==> src/dcache_params.svh <==
`ifndef DCACHE_PARAMS_SVH
`define DCACHE_PARAMS_SVH

// address split, msb to lsb: tag | index | byte offset
`define DCACHE_ADDR_W      32
`define DCACHE_WORD_W      32

// eight words of four bytes per line
`define DCACHE_LINE_WORDS  8
`define DCACHE_OFFSET_W    5   // word select is bits 4:2

`define DCACHE_INDEX_W     7   // 128 sets
`define DCACHE_TAG_W       20  // upper address bits

`define DCACHE_WAYS        2

`endif

==> src/dcache_pkg.sv <==
`default_nettype none

`include "dcache_params.svh"

package dcache_pkg;

    // plain op code, sampled as a level every cycle
    typedef enum logic [1:0] {
        OP_IDLE   = 2'd0,
        OP_LOAD   = 2'd1,
        OP_STORE  = 2'd2,
        OP_REFILL = 2'd3
    } dcache_op_t;

    typedef logic [`DCACHE_WORD_W-1:0]   word_t;
    typedef logic [`DCACHE_TAG_W-1:0]    tag_t;
    typedef logic [`DCACHE_INDEX_W-1:0]  index_t;

    // word 0 sits in the low bits
    typedef word_t [`DCACHE_LINE_WORDS-1:0] line_t;

    typedef logic [`DCACHE_WORD_W/8-1:0] byte_en_t;  // one strobe per byte

endpackage

`default_nettype wire

==> src/dcache_way_if.sv <==
`timescale 1ns/1ps
`default_nettype none

interface dcache_way_if;

    // read results of one way, valid one cycle after addr
    dcache_pkg::tag_t  rtag;
    logic              rvalid;
    logic              rdirty;
    dcache_pkg::line_t rline;

    logic              hit;  // tag match for this way, from the selector

    modport way (
        output rtag,
        output rvalid,
        output rdirty,
        output rline,
        input  hit
    );

    modport sel (
        input  rtag,
        input  rvalid,
        input  rdirty,
        input  rline,
        output hit
    );

endinterface

`default_nettype wire

==> src/dcache_flag_ram.sv <==
`timescale 1ns/1ps
`default_nettype none

`include "dcache_params.svh"

module dcache_flag_ram #(
    parameter int DEPTH = 1 << `DCACHE_INDEX_W
) (
    input  logic               clk,
    input  logic               arst_n,
    input  logic               we,
    input  dcache_pkg::index_t waddr,
    input  logic               wdata,
    input  dcache_pkg::index_t raddr,
    output logic               rdata
);

    logic [DEPTH-1:0] flags;

    // one bit per set, all clear out of reset
    always_ff @(posedge clk or negedge arst_n) begin
        if (!arst_n) begin
            flags <= '0;
            rdata <= 1'b0;
        end else begin
            if (we) begin
                flags[waddr] <= wdata;
            end
            rdata <= flags[raddr];  // old value on a same-set write
        end
    end

endmodule

`default_nettype wire

==> src/dcache_way_select.sv <==
`timescale 1ns/1ps
`default_nettype none

`include "dcache_params.svh"

module dcache_way_select (
    input  logic                      clk,
    input  logic                      arst_n,
    input  logic [`DCACHE_ADDR_W-1:0] addr,
    input  logic [`DCACHE_ADDR_W-1:0] paddr,
    input  logic                      select_way,
    input  logic                      lru_we,
    dcache_way_if.sel                 way0,
    dcache_way_if.sel                 way1,
    output logic                      hit,
    output dcache_pkg::word_t         load_data,
    output dcache_pkg::line_t         victim_line,
    output dcache_pkg::tag_t          victim_tag,
    output logic                      victim_dirty,
    output logic                      lru
);

    localparam int WORD_LSB = $clog2(`DCACHE_WORD_W / 8);
    localparam int WSEL_W   = $clog2(`DCACHE_LINE_WORDS);

    dcache_pkg::tag_t        ptag;
    logic [WSEL_W-1:0]       pwsel;
    logic [`DCACHE_WAYS-1:0] way_hit;
    logic                    victim_way;

    assign ptag  = paddr[`DCACHE_ADDR_W-1 -: `DCACHE_TAG_W];
    assign pwsel = paddr[WORD_LSB +: WSEL_W];

    assign way_hit[0] = way0.rvalid && (way0.rtag == ptag);
    assign way_hit[1] = way1.rvalid && (way1.rtag == ptag);

    assign way0.hit = way_hit[0];  // store enable inside each way
    assign way1.hit = way_hit[1];
    assign hit      = |way_hit;

    always_comb begin
        case (way_hit)
            2'b01:   load_data = way0.rline[pwsel];
            2'b10:   load_data = way1.rline[pwsel];
            default: load_data = way0.rline[0];  // miss
        endcase
    end

    // hit way wins, else the refill candidate
    assign victim_way   = hit ? way_hit[1] : select_way;
    assign victim_line  = victim_way ? way1.rline : way0.rline;
    assign victim_tag   = victim_way ? way1.rtag : way0.rtag;
    assign victim_dirty = victim_way ? way1.rdirty : way0.rdirty;

    // lru bit records whether way 1 took the last hit
    dcache_flag_ram u_lru (
        .clk    (clk),
        .arst_n (arst_n),
        .we     (lru_we),
        .waddr  (paddr[`DCACHE_OFFSET_W +: `DCACHE_INDEX_W]),
        .wdata  (way_hit[1]),
        .raddr  (addr[`DCACHE_OFFSET_W +: `DCACHE_INDEX_W]),
        .rdata  (lru)
    );

endmodule

`default_nettype wire

==> src/flat_wrapper.sv <==
// flat-port wrapper written by rule: the top's interface ports become plain ports
module dcache_way_select_flat 
  (clk, arst_n, addr, paddr, select_way, lru_we, hit, load_data, victim_line, victim_tag, victim_dirty, lru, way0_rtag, way0_rvalid, way0_rdirty, way0_rline, way0_hit, way1_rtag, way1_rvalid, way1_rdirty, way1_rline, way1_hit);
  dcache_way_if way0_i ();
  dcache_way_if way1_i ();
  input  logic clk;
  input  logic arst_n;
  input  logic [`DCACHE_ADDR_W-1:0] addr;
  input  logic [`DCACHE_ADDR_W-1:0] paddr;
  input  logic select_way;
  input  logic lru_we;
  output logic hit;
  output dcache_pkg::word_t load_data;
  output dcache_pkg::line_t victim_line;
  output dcache_pkg::tag_t victim_tag;
  output logic victim_dirty;
  output logic lru;
  input wire logic [$bits(way0_i.rtag)-1:0] way0_rtag;
  input wire logic [$bits(way0_i.rvalid)-1:0] way0_rvalid;
  input wire logic [$bits(way0_i.rdirty)-1:0] way0_rdirty;
  input wire logic [$bits(way0_i.rline)-1:0] way0_rline;
  output wire logic [$bits(way0_i.hit)-1:0] way0_hit;
  input wire logic [$bits(way1_i.rtag)-1:0] way1_rtag;
  input wire logic [$bits(way1_i.rvalid)-1:0] way1_rvalid;
  input wire logic [$bits(way1_i.rdirty)-1:0] way1_rdirty;
  input wire logic [$bits(way1_i.rline)-1:0] way1_rline;
  output wire logic [$bits(way1_i.hit)-1:0] way1_hit;
  assign way0_i.rtag = way0_rtag;
  assign way0_i.rvalid = way0_rvalid;
  assign way0_i.rdirty = way0_rdirty;
  assign way0_i.rline = way0_rline;
  assign way0_hit = way0_i.hit;
  assign way1_i.rtag = way1_rtag;
  assign way1_i.rvalid = way1_rvalid;
  assign way1_i.rdirty = way1_rdirty;
  assign way1_i.rline = way1_rline;
  assign way1_hit = way1_i.hit;
  dcache_way_select u_core (.clk(clk), .arst_n(arst_n), .addr(addr), .paddr(paddr), .select_way(select_way), .lru_we(lru_we), .way0(way0_i), .way1(way1_i), .hit(hit), .load_data(load_data), .victim_line(victim_line), .victim_tag(victim_tag), .victim_dirty(victim_dirty), .lru(lru));
endmodule
==> config.mk <==
export PLATFORM = sky130hd
export DESIGN_NAME = dcache_way_select_flat
export DESIGN_NICKNAME = d
export VERILOG_FILES = /design/src/dcache_pkg.sv /design/src/dcache_way_if.sv /design/src/dcache_flag_ram.sv /design/src/dcache_way_select.sv /design/src/flat_wrapper.sv
export VERILOG_INCLUDE_DIRS = /design/src
export SDC_FILE = /design/constraint.sdc
export NUM_CORES = 1
export LEC_CHECK = 0
export ABC_AREA = 1
export BUFFER_PORTS_ARGS = -buffer_cell sky130_fd_sc_hd__buf_2
export CAP_MARGIN = 0
export CORE_AREA = 8 8 356 358
export DETAILED_ROUTE_END_ITERATION = 12
export DIE_AREA = 0 0 364 366
export GPL_ROUTABILITY_DRIVEN = 0
export PLACE_DENSITY = 0.35
export SYNTH_ARGS = -nofsm -noshare
export SYNTH_HDL_FRONTEND = slang
export SYNTH_SLANG_ARGS = --single-unit
==> constraint.sdc <==
create_clock -name clk -period 2.43 [get_ports clk]
set_input_delay 0.243 -clock clk [delete_from_list [all_inputs] [get_ports clk]]
set_output_delay 0.243 -clock clk [all_outputs]
set_load 0.1 [all_outputs]
==> results of run 1 <==
-- worst paths after layout --
| kind | startpoint | endpoint | slack [ns] |
|---|---|---|---|
| worst min-delay path | addr[11] | u_core.u_lru.rdata$_DFF_PN0_ | 0.04 |
| worst min register to register | u_core.u_lru.flags[75]$_DFFE_PN0P_ | u_core.u_lru.flags[75]$_DFFE_PN0P_ | 0.53 |
| max in group asynchronous | arst_n | u_core.u_lru.flags[91]$_DFFE_PN0P_ | 1.36 |
| worst max-delay path | paddr[22] | victim_line[230] | -0.47 |
| min in group asynchronous | arst_n | u_core.u_lru.flags[53]$_DFFE_PN0P_ | 0.34 |
| worst max register to register | u_core.u_lru.flags[101]$_DFFE_PN0P_ | u_core.u_lru.rdata$_DFF_PN0_ | 1.01 |
-- power groups by stage --
stage	Sequential (mW)	Combinational, mW	Clock (mW)
after global routing	2.62	10.1	2.97
after floorplan	2.60	5.16	0
after detailed placement	2.62	9.42	0
final	2.58	9.71	2.81
after CTS	2.58	9.58	2.88
after global placement	2.61	9.41	0
-- logic make-up (layout without fill, tap and decap cells) --
logic type,count (synthesis),count (layout),share of synthesized area
flops,129,129,0.196
buf+inv,335,1339,0.0871
other cells,0,80,0
fa+ha+maj,3,3,0.00228
compound gates,461,461,0.176
xor+xnor,11,11,0.00586
simple gates,2060,2060,0.532
-- cell type report --
class                   instances  area [sq um]
flip-flops and latches        129          3230
fillers                     13300         85500
clock buffers                  24           492
inverters                      57           238
repair buffers               1250         13300
diodes                         80           200
multi-input cells            2535         15800
clock inverters                 8           150
well taps                    1625          2030
-- critical path, delay by kind of cell --
family                     cells  cell delay [ns]
and+or+nand+nor                9             1.05
buffers and inverters         10             1.17
adders and majority gates      1             0.15
-- registers in the layout, indices dropped and copies added, names as in the netlist --
register and flops:
u_core.u_lru.rdata 1, u_core.u_lru.flags 128
-- per-stage QoR --
stage	hold WS, ns	instances
3_5_place_dp	0.266	5558
4_1_cts	0.0201	5616
6_report	0.0381	5708
2_1_floorplan	-0.0526	2999
5_1_grt	0.0582	5676
3_3_place_gp	0.265	5558
-- layout by cell type, fill, tap and decap left out, drive strengths merged --
cell type    instances
buf               1240
nand2              877
nand3              743
nor2               407
a21oi              192
o21ai              130
dfrtp              129
diode               80
a32o                64
o221ai              64
inv                 54
clkbuf              31
or2                 11
nand4               10
nor3                10
xnor2                8
o22ai                5
bufinv               4
clkinv               4
clkinvlp             3
ha                   3
xor2                 3
a221oi               2
a22o                 2
bufbuf               2
nand3b               1
nor4                 1
o2111ai              1
a211oi               1
dlygate4sd3          1
-- what timing repair did --
item	CTS	global route
cloned	8	8
endpoints found under the hold margin	32	0
gates resized for setup	142	155
pin swaps	25	40
setup endpoints to repair	309	309
setup buffers	18	6
hold buffers	1	0
-- routing by layer --
metal  part of all wire  global-route usage
met5             0.0022                   0
met2               0.47               0.467
met3              0.086              0.0862
met1               0.39               0.324
met4              0.053               0.121
==> load_flow_metrics.sql, run 1 <==
INSERT INTO impl_metrics (metric_group, metric, value, unit) VALUES
('pwr', 'pwr_density_cell', '426', 'nW/um^2'),
('floorplanning', 'core_area', '121000', 'sq um'),
('outcome', 'violations', 'setup timing', ''),
('critical_path', 'top_fanout_value_on_the_critical_path', '5', ''),
('timing', 'setup_tns', '-111.45', 'ns'),
('synth', 'synth_area_leader_cell', 'nand3_1', ''),
('synth', 'synth.avg_cell_area', '5.48', 'sq um'),
('drt', 'drt_wl_cell', '34.5', 'um'),
('critical_path', 'critical_path_arrival', '2.65', 'ns'),
('global_route', 'wire_length_of_the_first_global_routing_pass', '254000', 'um'),
('synth', 'netlist-cell-type-count', '34', ''),
('timing', 'period_needed', '2.90', 'ns'),
('synth', 'part_of_the_yosys_area_used_for_sequential_elements', '0.196', ''),
('timing', 'layout_setup_ws', '-0.466', 'ns'),
('floorplanning', 'initial_core_util', '0.136', ''),
('drt', 'dr.pass1.iters', '5', ''),
('global_route', 'number_of_antenna_violations_at_the_first_check_in_global_routing', '185', ''),
('synth', 'netlist_instances', '2999', ''),
('synth', 'yosys.cell_count.top_type', 'nand2_1', ''),
('finish', 'stdcell_area', '35400', 'sq um'),
('drt', 'drt-initial-drc-count', '2583', ''),
('outcome', 'outcome', 'finished with violations', ''),
('synth', 'synth_enable_flop_cells', '0', ''),
('finish', 'area_delta_synth_final', '115', '%'),
('pwr', 'p_comb_frac', '0.643', ''),
('placed_design', 'io_buffer_count', '909', ''),
('pwr', 'power_switching_share', '0.497', ''),
('finish', 'ratio_of_cells_with_drive_above_1_in_the_final_layout', '0.455', ''),
('synth', 'yosys-top-cells-count', 'nand2_1, nand3_1, nor2_1', ''),
('global_route', 'grt_overflow_total', '0', ''),
('placed_design', 'dpl_worst_slack', '-0.671', 'ns'),
('drt', 'detail_route.drc_violations', '0', ''),
('floorplanning', 'chipWidth', '364', 'um'),
('timing', 'worst_pin_slew', '1.06', 'ns'),
('critical_path', 'crit_path_cell_trace', 'buf_2 > inv_2 > buf_6 > or2_4 > nand2_2 > nor2_2 > nand4_1 > nor2_2 > nand3_4 > ha_4 > clkinvlp_4 > or2_4 > buf_12 > buf_12 > buf_12 > buf_8 > buf_12 > nand3_4 > nand2_8 > buf_12', ''),
('clock_network', 'cts.path.max_buffers', '2', ''),
('timing', 'clock-skew-final', '0.00692', 'ns'),
('drt', 'vias_per_std_cell', '4.88', ''),
('clock_network', 'ctsHtreeMaxLevel', '4', ''),
('synth', 'synth.ff_latch_count', '129', ''),
('critical_path', 'cp_data_required_time', '2.19', 'ns'),
('synth', 'synthesis.area', '16400', 'sq um'),
('critical_path', 'critical_path.most_common_cell', 'buf_12', ''),
('floorplanning', 'rows', '128', ''),
('clock_network', 'cts_tree', 'built', ''),
('synth', 'syn-num-nets', '3626', ''),
('timing', 'final_min_period_over_clock_period', '1.19', ''),
('global_route', 'grt_use_total', '0.278', ''),
('placed_design', 'post-dp-hpwl', '165000', 'um'),
('global_route', 'grt_pass1_vias', '26600', ''),
('timing', 'report.final.slew_viol_count', '0', ''),
('finish', 'fin_util', '0.293', ''),
('hold_path', 'classification_of_the_worst_slack_hold_path', 'primary input to flip-flop', ''),
('drt', 'postRouteAntennaNets', '0', ''),
('clock_network', 'ctsRootBufferMaster', 'clkbuf_16', ''),
('pwr', 'vdd_ir_drop_max', '0.431', 'mV'),
('synth', 'ys.warnings.count', '0', ''),
('timing', 'setup_viol_count_final', '309', ''),
('finish', 'final_layout_net_count', '4617', ''),
('critical_path', 'setup.worst_path.start_class', 'primary input', ''),
('global_route', 'pin_count_of_the_biggest_net_entering_global_routing', '129', ''),
('floorplanning', 'io_pins', '937', ''),
('drt', 'routed-via-count', '27900', ''),
('clock_network', 'cts.sinks', '129', ''),
('critical_path', 'worst-setup-path-type', 'primary input to primary output', ''),
('critical_path', 'worstSetupEndpointType', 'primary output', ''),
('synth', 'synthDominantCellAreaShare', '0.226', ''),
('timing', 'slew_limit_headroom', '0.296', ''),
('pwr', 'p_leak', '16.1', 'nW'),
('clock_network', 'cts.reportedPaths.clkPinSlew', '0.06', 'ns'),
('drt', 'wl', '197000', 'um');
No activity file was read; power rests on OpenSTA's default activity.
==> run 2: changes to the inputs <==
--- a/config.mk
+++ b/config.mk
@@ -9,11 +9,11 @@
 export ABC_AREA = 1
 export BUFFER_PORTS_ARGS = -buffer_cell sky130_fd_sc_hd__buf_2
 export CAP_MARGIN = 0
-export CORE_AREA = 8 8 356 358
+export CORE_AREA = 8 8 358 360
 export DETAILED_ROUTE_END_ITERATION = 12
-export DIE_AREA = 0 0 364 366
+export DIE_AREA = 0 0 366 368
 export GPL_ROUTABILITY_DRIVEN = 0
-export PLACE_DENSITY = 0.35
+export PLACE_DENSITY = 0.34
 export SYNTH_ARGS = -nofsm -noshare
 export SYNTH_HDL_FRONTEND = slang
 export SYNTH_SLANG_ARGS = --single-unit
==> run 2 against run 1 <==
  * The flow still finishes with violations (setup timing)
  * Maximum frequency shrank 3.1%
  * Register-to-register slack better by 0.05 ns
  * Sequential cell count unchanged
  * Cell count up 1.2%
  * Sequential power about the same
  * Core utilization increased by 0.93 points
  * Clock power hardly changed
  * First-iteration DRC count is 8.7% higher
  * Worst setup slack worse by 0.091 ns
  * Global-route usage grew 0.26 points
  * Routed wire length up 2.9%
  * Die area rose by 1.1%
==> load_flow_metrics.sql, run 2 (same netlist as run 1, synthesis figures left out) <==
INSERT INTO impl_metrics (metric_group, metric, value, unit) VALUES
('timing', 'clock-skew-final', '0.00819', 'ns'),
('finish', 'multi_input_gate_area', '16300', 'sq um'),
('drt', 'drt_wl_cell', '35.1', 'um'),
('placed_design', 'io_buffer_count', '909', ''),
('clock_network', 'clock_insertion_delay_worst_skew', '0.43', 'ns'),
('timing', 'period_needed', '2.99', 'ns'),
('timing', 'final_min_period_over_clock_period', '1.23', ''),
('finish', 'max_flop_register', 'u_core.u_lru.flags', ''),
('pwr', 'vdd_ir_drop_max', '0.404', 'mV'),
('global_route', 'number_of_antenna_violations_at_the_first_check_in_global_routing', '177', ''),
('placed_design', 'post-place-cells', '5578', ''),
('floorplanning', 'rows', '129', ''),
('drt', 'detail_route.drc_violations', '0', ''),
('floorplanning', 'chipWidth', '366', 'um'),
('pwr', 'netSwitchingPower', '7.69', 'mW'),
('critical_path', 'crit_path_cell_trace', 'clkbuf_4 > xnor2_4 > nand3_2 > nor4_2 > nand2_1 > nor2_4 > inv_2 > ha_4 > clkinvlp_4 > or2_4 > buf_12 > buf_12 > buf_16 > buf_8 > nand3_4 > nand2_4 > buf_12', ''),
('pwr', 'clock_power_share', '0.185', ''),
('critical_path', 'timing.critical_path.slowest_stage_cell', 'xnor2_4', ''),
('global_route', 'wire_length_of_the_first_global_routing_pass', '262000', 'um'),
('finish', 'final_cell_count_without_fillers', '5779', ''),
('floorplanning', 'fp.dieArea', '135000', 'sq um'),
('placed_design', 'post-dp-hpwl', '166000', 'um'),
('drt', 'postRouteAntennaNets', '0', ''),
('floorplanning', 'initial_core_util', '0.134', ''),
('drt', 'dr.pass1.iters', '5', ''),
('pwr', 'pwr_density_cell', '412', 'nW/um^2'),
('clock_network', 'cts_tree', 'built', ''),
('flow_run', 'maxCapViolations', '0', ''),
('finish', 'top_library_cells_by_usage_in_the_layout_fill_and_taps_aside', 'buf_2, nand2_1, nand3_1, nor2_1, buf_12', ''),
('critical_path', 'critical_path.most_common_cell', 'buf_12', ''),
('finish', 'stdcell_area', '37100', 'sq um'),
('pwr', 'internal_portion_of_total_power', '7.60', 'mW'),
('timing', 'setup_viol_count_final', '309', ''),
('timing', 'report.final.slew_viol_count', '0', ''),
('pwr', 'power_switching_share', '0.503', ''),
('finish', 'ff_latch_area', '3230', 'sq um'),
('timing', 'worst_pin_slew', '0.981', 'ns'),
('drt', 'drt-initial-drc-count', '2807', ''),
('finish', 'reg_top3', 'u_core.u_lru.flags x128, u_core.u_lru.rdata x1', ''),
('clock_network', 'cts.sinks', '129', ''),
('drt', 'routed-via-count', '28400', ''),
('critical_path', 'worst-setup-path-type', 'primary input to primary output', ''),
('pwr', 'share_seq_of_total_power', '0.169', ''),
('finish', 'filler_cell_count', '13400', ''),
('critical_path', 'worstSetupEndpointType', 'primary output', ''),
('finish', 'largest_register_ff_count', '128', ''),
('hold_path', 'classification_of_the_worst_slack_hold_path', 'primary input to flip-flop', ''),
('finish', 'final_layout_net_count', '4668', ''),
('timing', 'layout_setup_ws', '-0.557', 'ns'),
('finish', 'area_delta_synth_final', '126', '%'),
('clock_network', 'ctsHtreeMaxLevel', '4', ''),
('critical_path', 'top_fanout_value_on_the_critical_path', '5', ''),
('pwr', 'post-layout-total-power', '15.3', 'mW'),
('critical_path', 'cpPeakStageDelay', '0.24', 'ns'),
('pwr', 'p_comb_frac', '0.647', ''),
('clock_network', 'cts.reportedPaths.clkPinSlew', '0.06', 'ns'),
('global_route', 'grt_pass1_vias', '27300', ''),
('placed_design', 'dpl_worst_slack', '-0.905', 'ns'),
('critical_path', 'cp_data_required_time', '2.19', 'ns'),
('clock_network', 'ctsRootBufferMaster', 'clkbuf_16', ''),
('finish', 'layout.cells.most_common', 'buf_2', ''),
('global_route', 'pin_count_of_the_biggest_net_entering_global_routing', '129', ''),
('timing', 'rsz0062_at_grt', 'yes', ''),
('timing', 'max_clock_freq', '335', 'MHz'),
('timing', 'setup_tns', '-139.54', 'ns'),
('clock_network', 'cts_buffers', '17', ''),
('floorplanning', 'die_y', '368', 'um'),
('global_route', 'grt_use_total', '0.281', ''),
('critical_path', 'setup.worst_path.start_class', 'primary input', ''),
('pwr', 'p_leak', '16.8', 'nW'),
('finish', 'ratio_of_cells_with_drive_above_1_in_the_final_layout', '0.477', ''),
('floorplanning', 'core_area', '123000', 'sq um'),
('timing', 'slew_limit_headroom', '0.346', ''),
('critical_path', 'critical_path_arrival', '2.74', 'ns'),
('outcome', 'violations', 'setup timing', ''),
('outcome', 'outcome', 'finished with violations', ''),
('floorplanning', 'io_pins', '937', ''),
('global_route', 'grt_overflow_total', '0', ''),
('clock_network', 'cts.path.max_buffers', '2', ''),
('drt', 'wl', '203000', 'um'),
('placed_design', 'detailed_place.area', '32600', 'sq um'),
('timing', 'timing.final.hold_violations', '0', ''),
('drt', 'vias_per_std_cell', '4.91', '');
run 2: changes by cell type in the layout (fill, tap and decap cells not counted), sizes merged:
cell / delta
nand2: +1
clkinvlp: +3
clkbuf: -3
inv: +4
diode: +8
buf: +46
run 2: timing repair:
item,CTS,global route
hold buffers,1,0
setup buffers,29,19
resized for setup,226,218
gates cloned,25,14
pin swaps,32,62
hold endpoints to repair,34,0
endpoints found under the setup margin,310,310
run 2: critical path, delay by kind of cell:
| kind | cells | cell delay, ns |
|---|---|---|
| simple gates | 7 | 0.97 |
| buf+inv | 8 | 1.08 |
| fa+ha+maj | 1 | 0.16 |
| xor+xnor | 1 | 0.24 |
run 2: path summary, 6_finish.rpt:
check | from | end | slack (ns) | cells past startpoint
max in group asynchronous | arst_n | u_core.u_lru.flags[69]$_DFFE_PN0P_ | 1.40 | 3
worst max-delay path | way0_rtag[8] | victim_line[34] | -0.56 | 17
worst min-delay path | addr[11] | u_core.u_lru.rdata$_DFF_PN0_ | 0.04 | 3
worst min register to register | u_core.u_lru.flags[41]$_DFFE_PN0P_ | u_core.u_lru.flags[41]$_DFFE_PN0P_ | 0.53 | 2
worst max register to register | u_core.u_lru.flags[101]$_DFFE_PN0P_ | u_core.u_lru.rdata$_DFF_PN0_ | 1.06 | 10
min in group asynchronous | arst_n | u_core.u_lru.flags[73]$_DFFE_PN0P_ | 0.36 | 2
run 2: power by group through the flow:
stage	combinational, mW	sequential, mW	clock, mW
5_1_grt	10.2	2.61	2.96
6_report	9.88	2.58	2.82
2_1_floorplan	5.16	2.60	0
3_3_place_gp	9.42	2.61	0
4_1_cts	9.75	2.58	2.88
3_5_place_dp	9.44	2.62	0
run 2: through the flow:
step	util	hold WS, ns
2_1_floorplan	-	-0.0526
3_3_place_gp	0.266	0.298
3_5_place_dp	0.266	0.286
4_1_cts	0.288	0.0279
5_1_grt	0.302	0.0446
6_report	0.302	0.0371
run 2: area by class of cell:
cell class	count	area share
clock inverters	15	0.00560
well taps	1637	0.0552
diodes	88	0.00594
clock buffers	17	0.0115
flip-flops and latches	129	0.0871
multi-input cells	2536	0.441
repair buffers	1300	0.388
inverters	57	0.00634
run 2: metal layers:
metal	vias to the layer above	global-route usage	wire, um
met5	-	0	400
li1	12500	-	-
met1	14000	0.328	78300
met2	1414	0.468	94600
met4	62	0.130	11700
met3	459	0.0870	17900
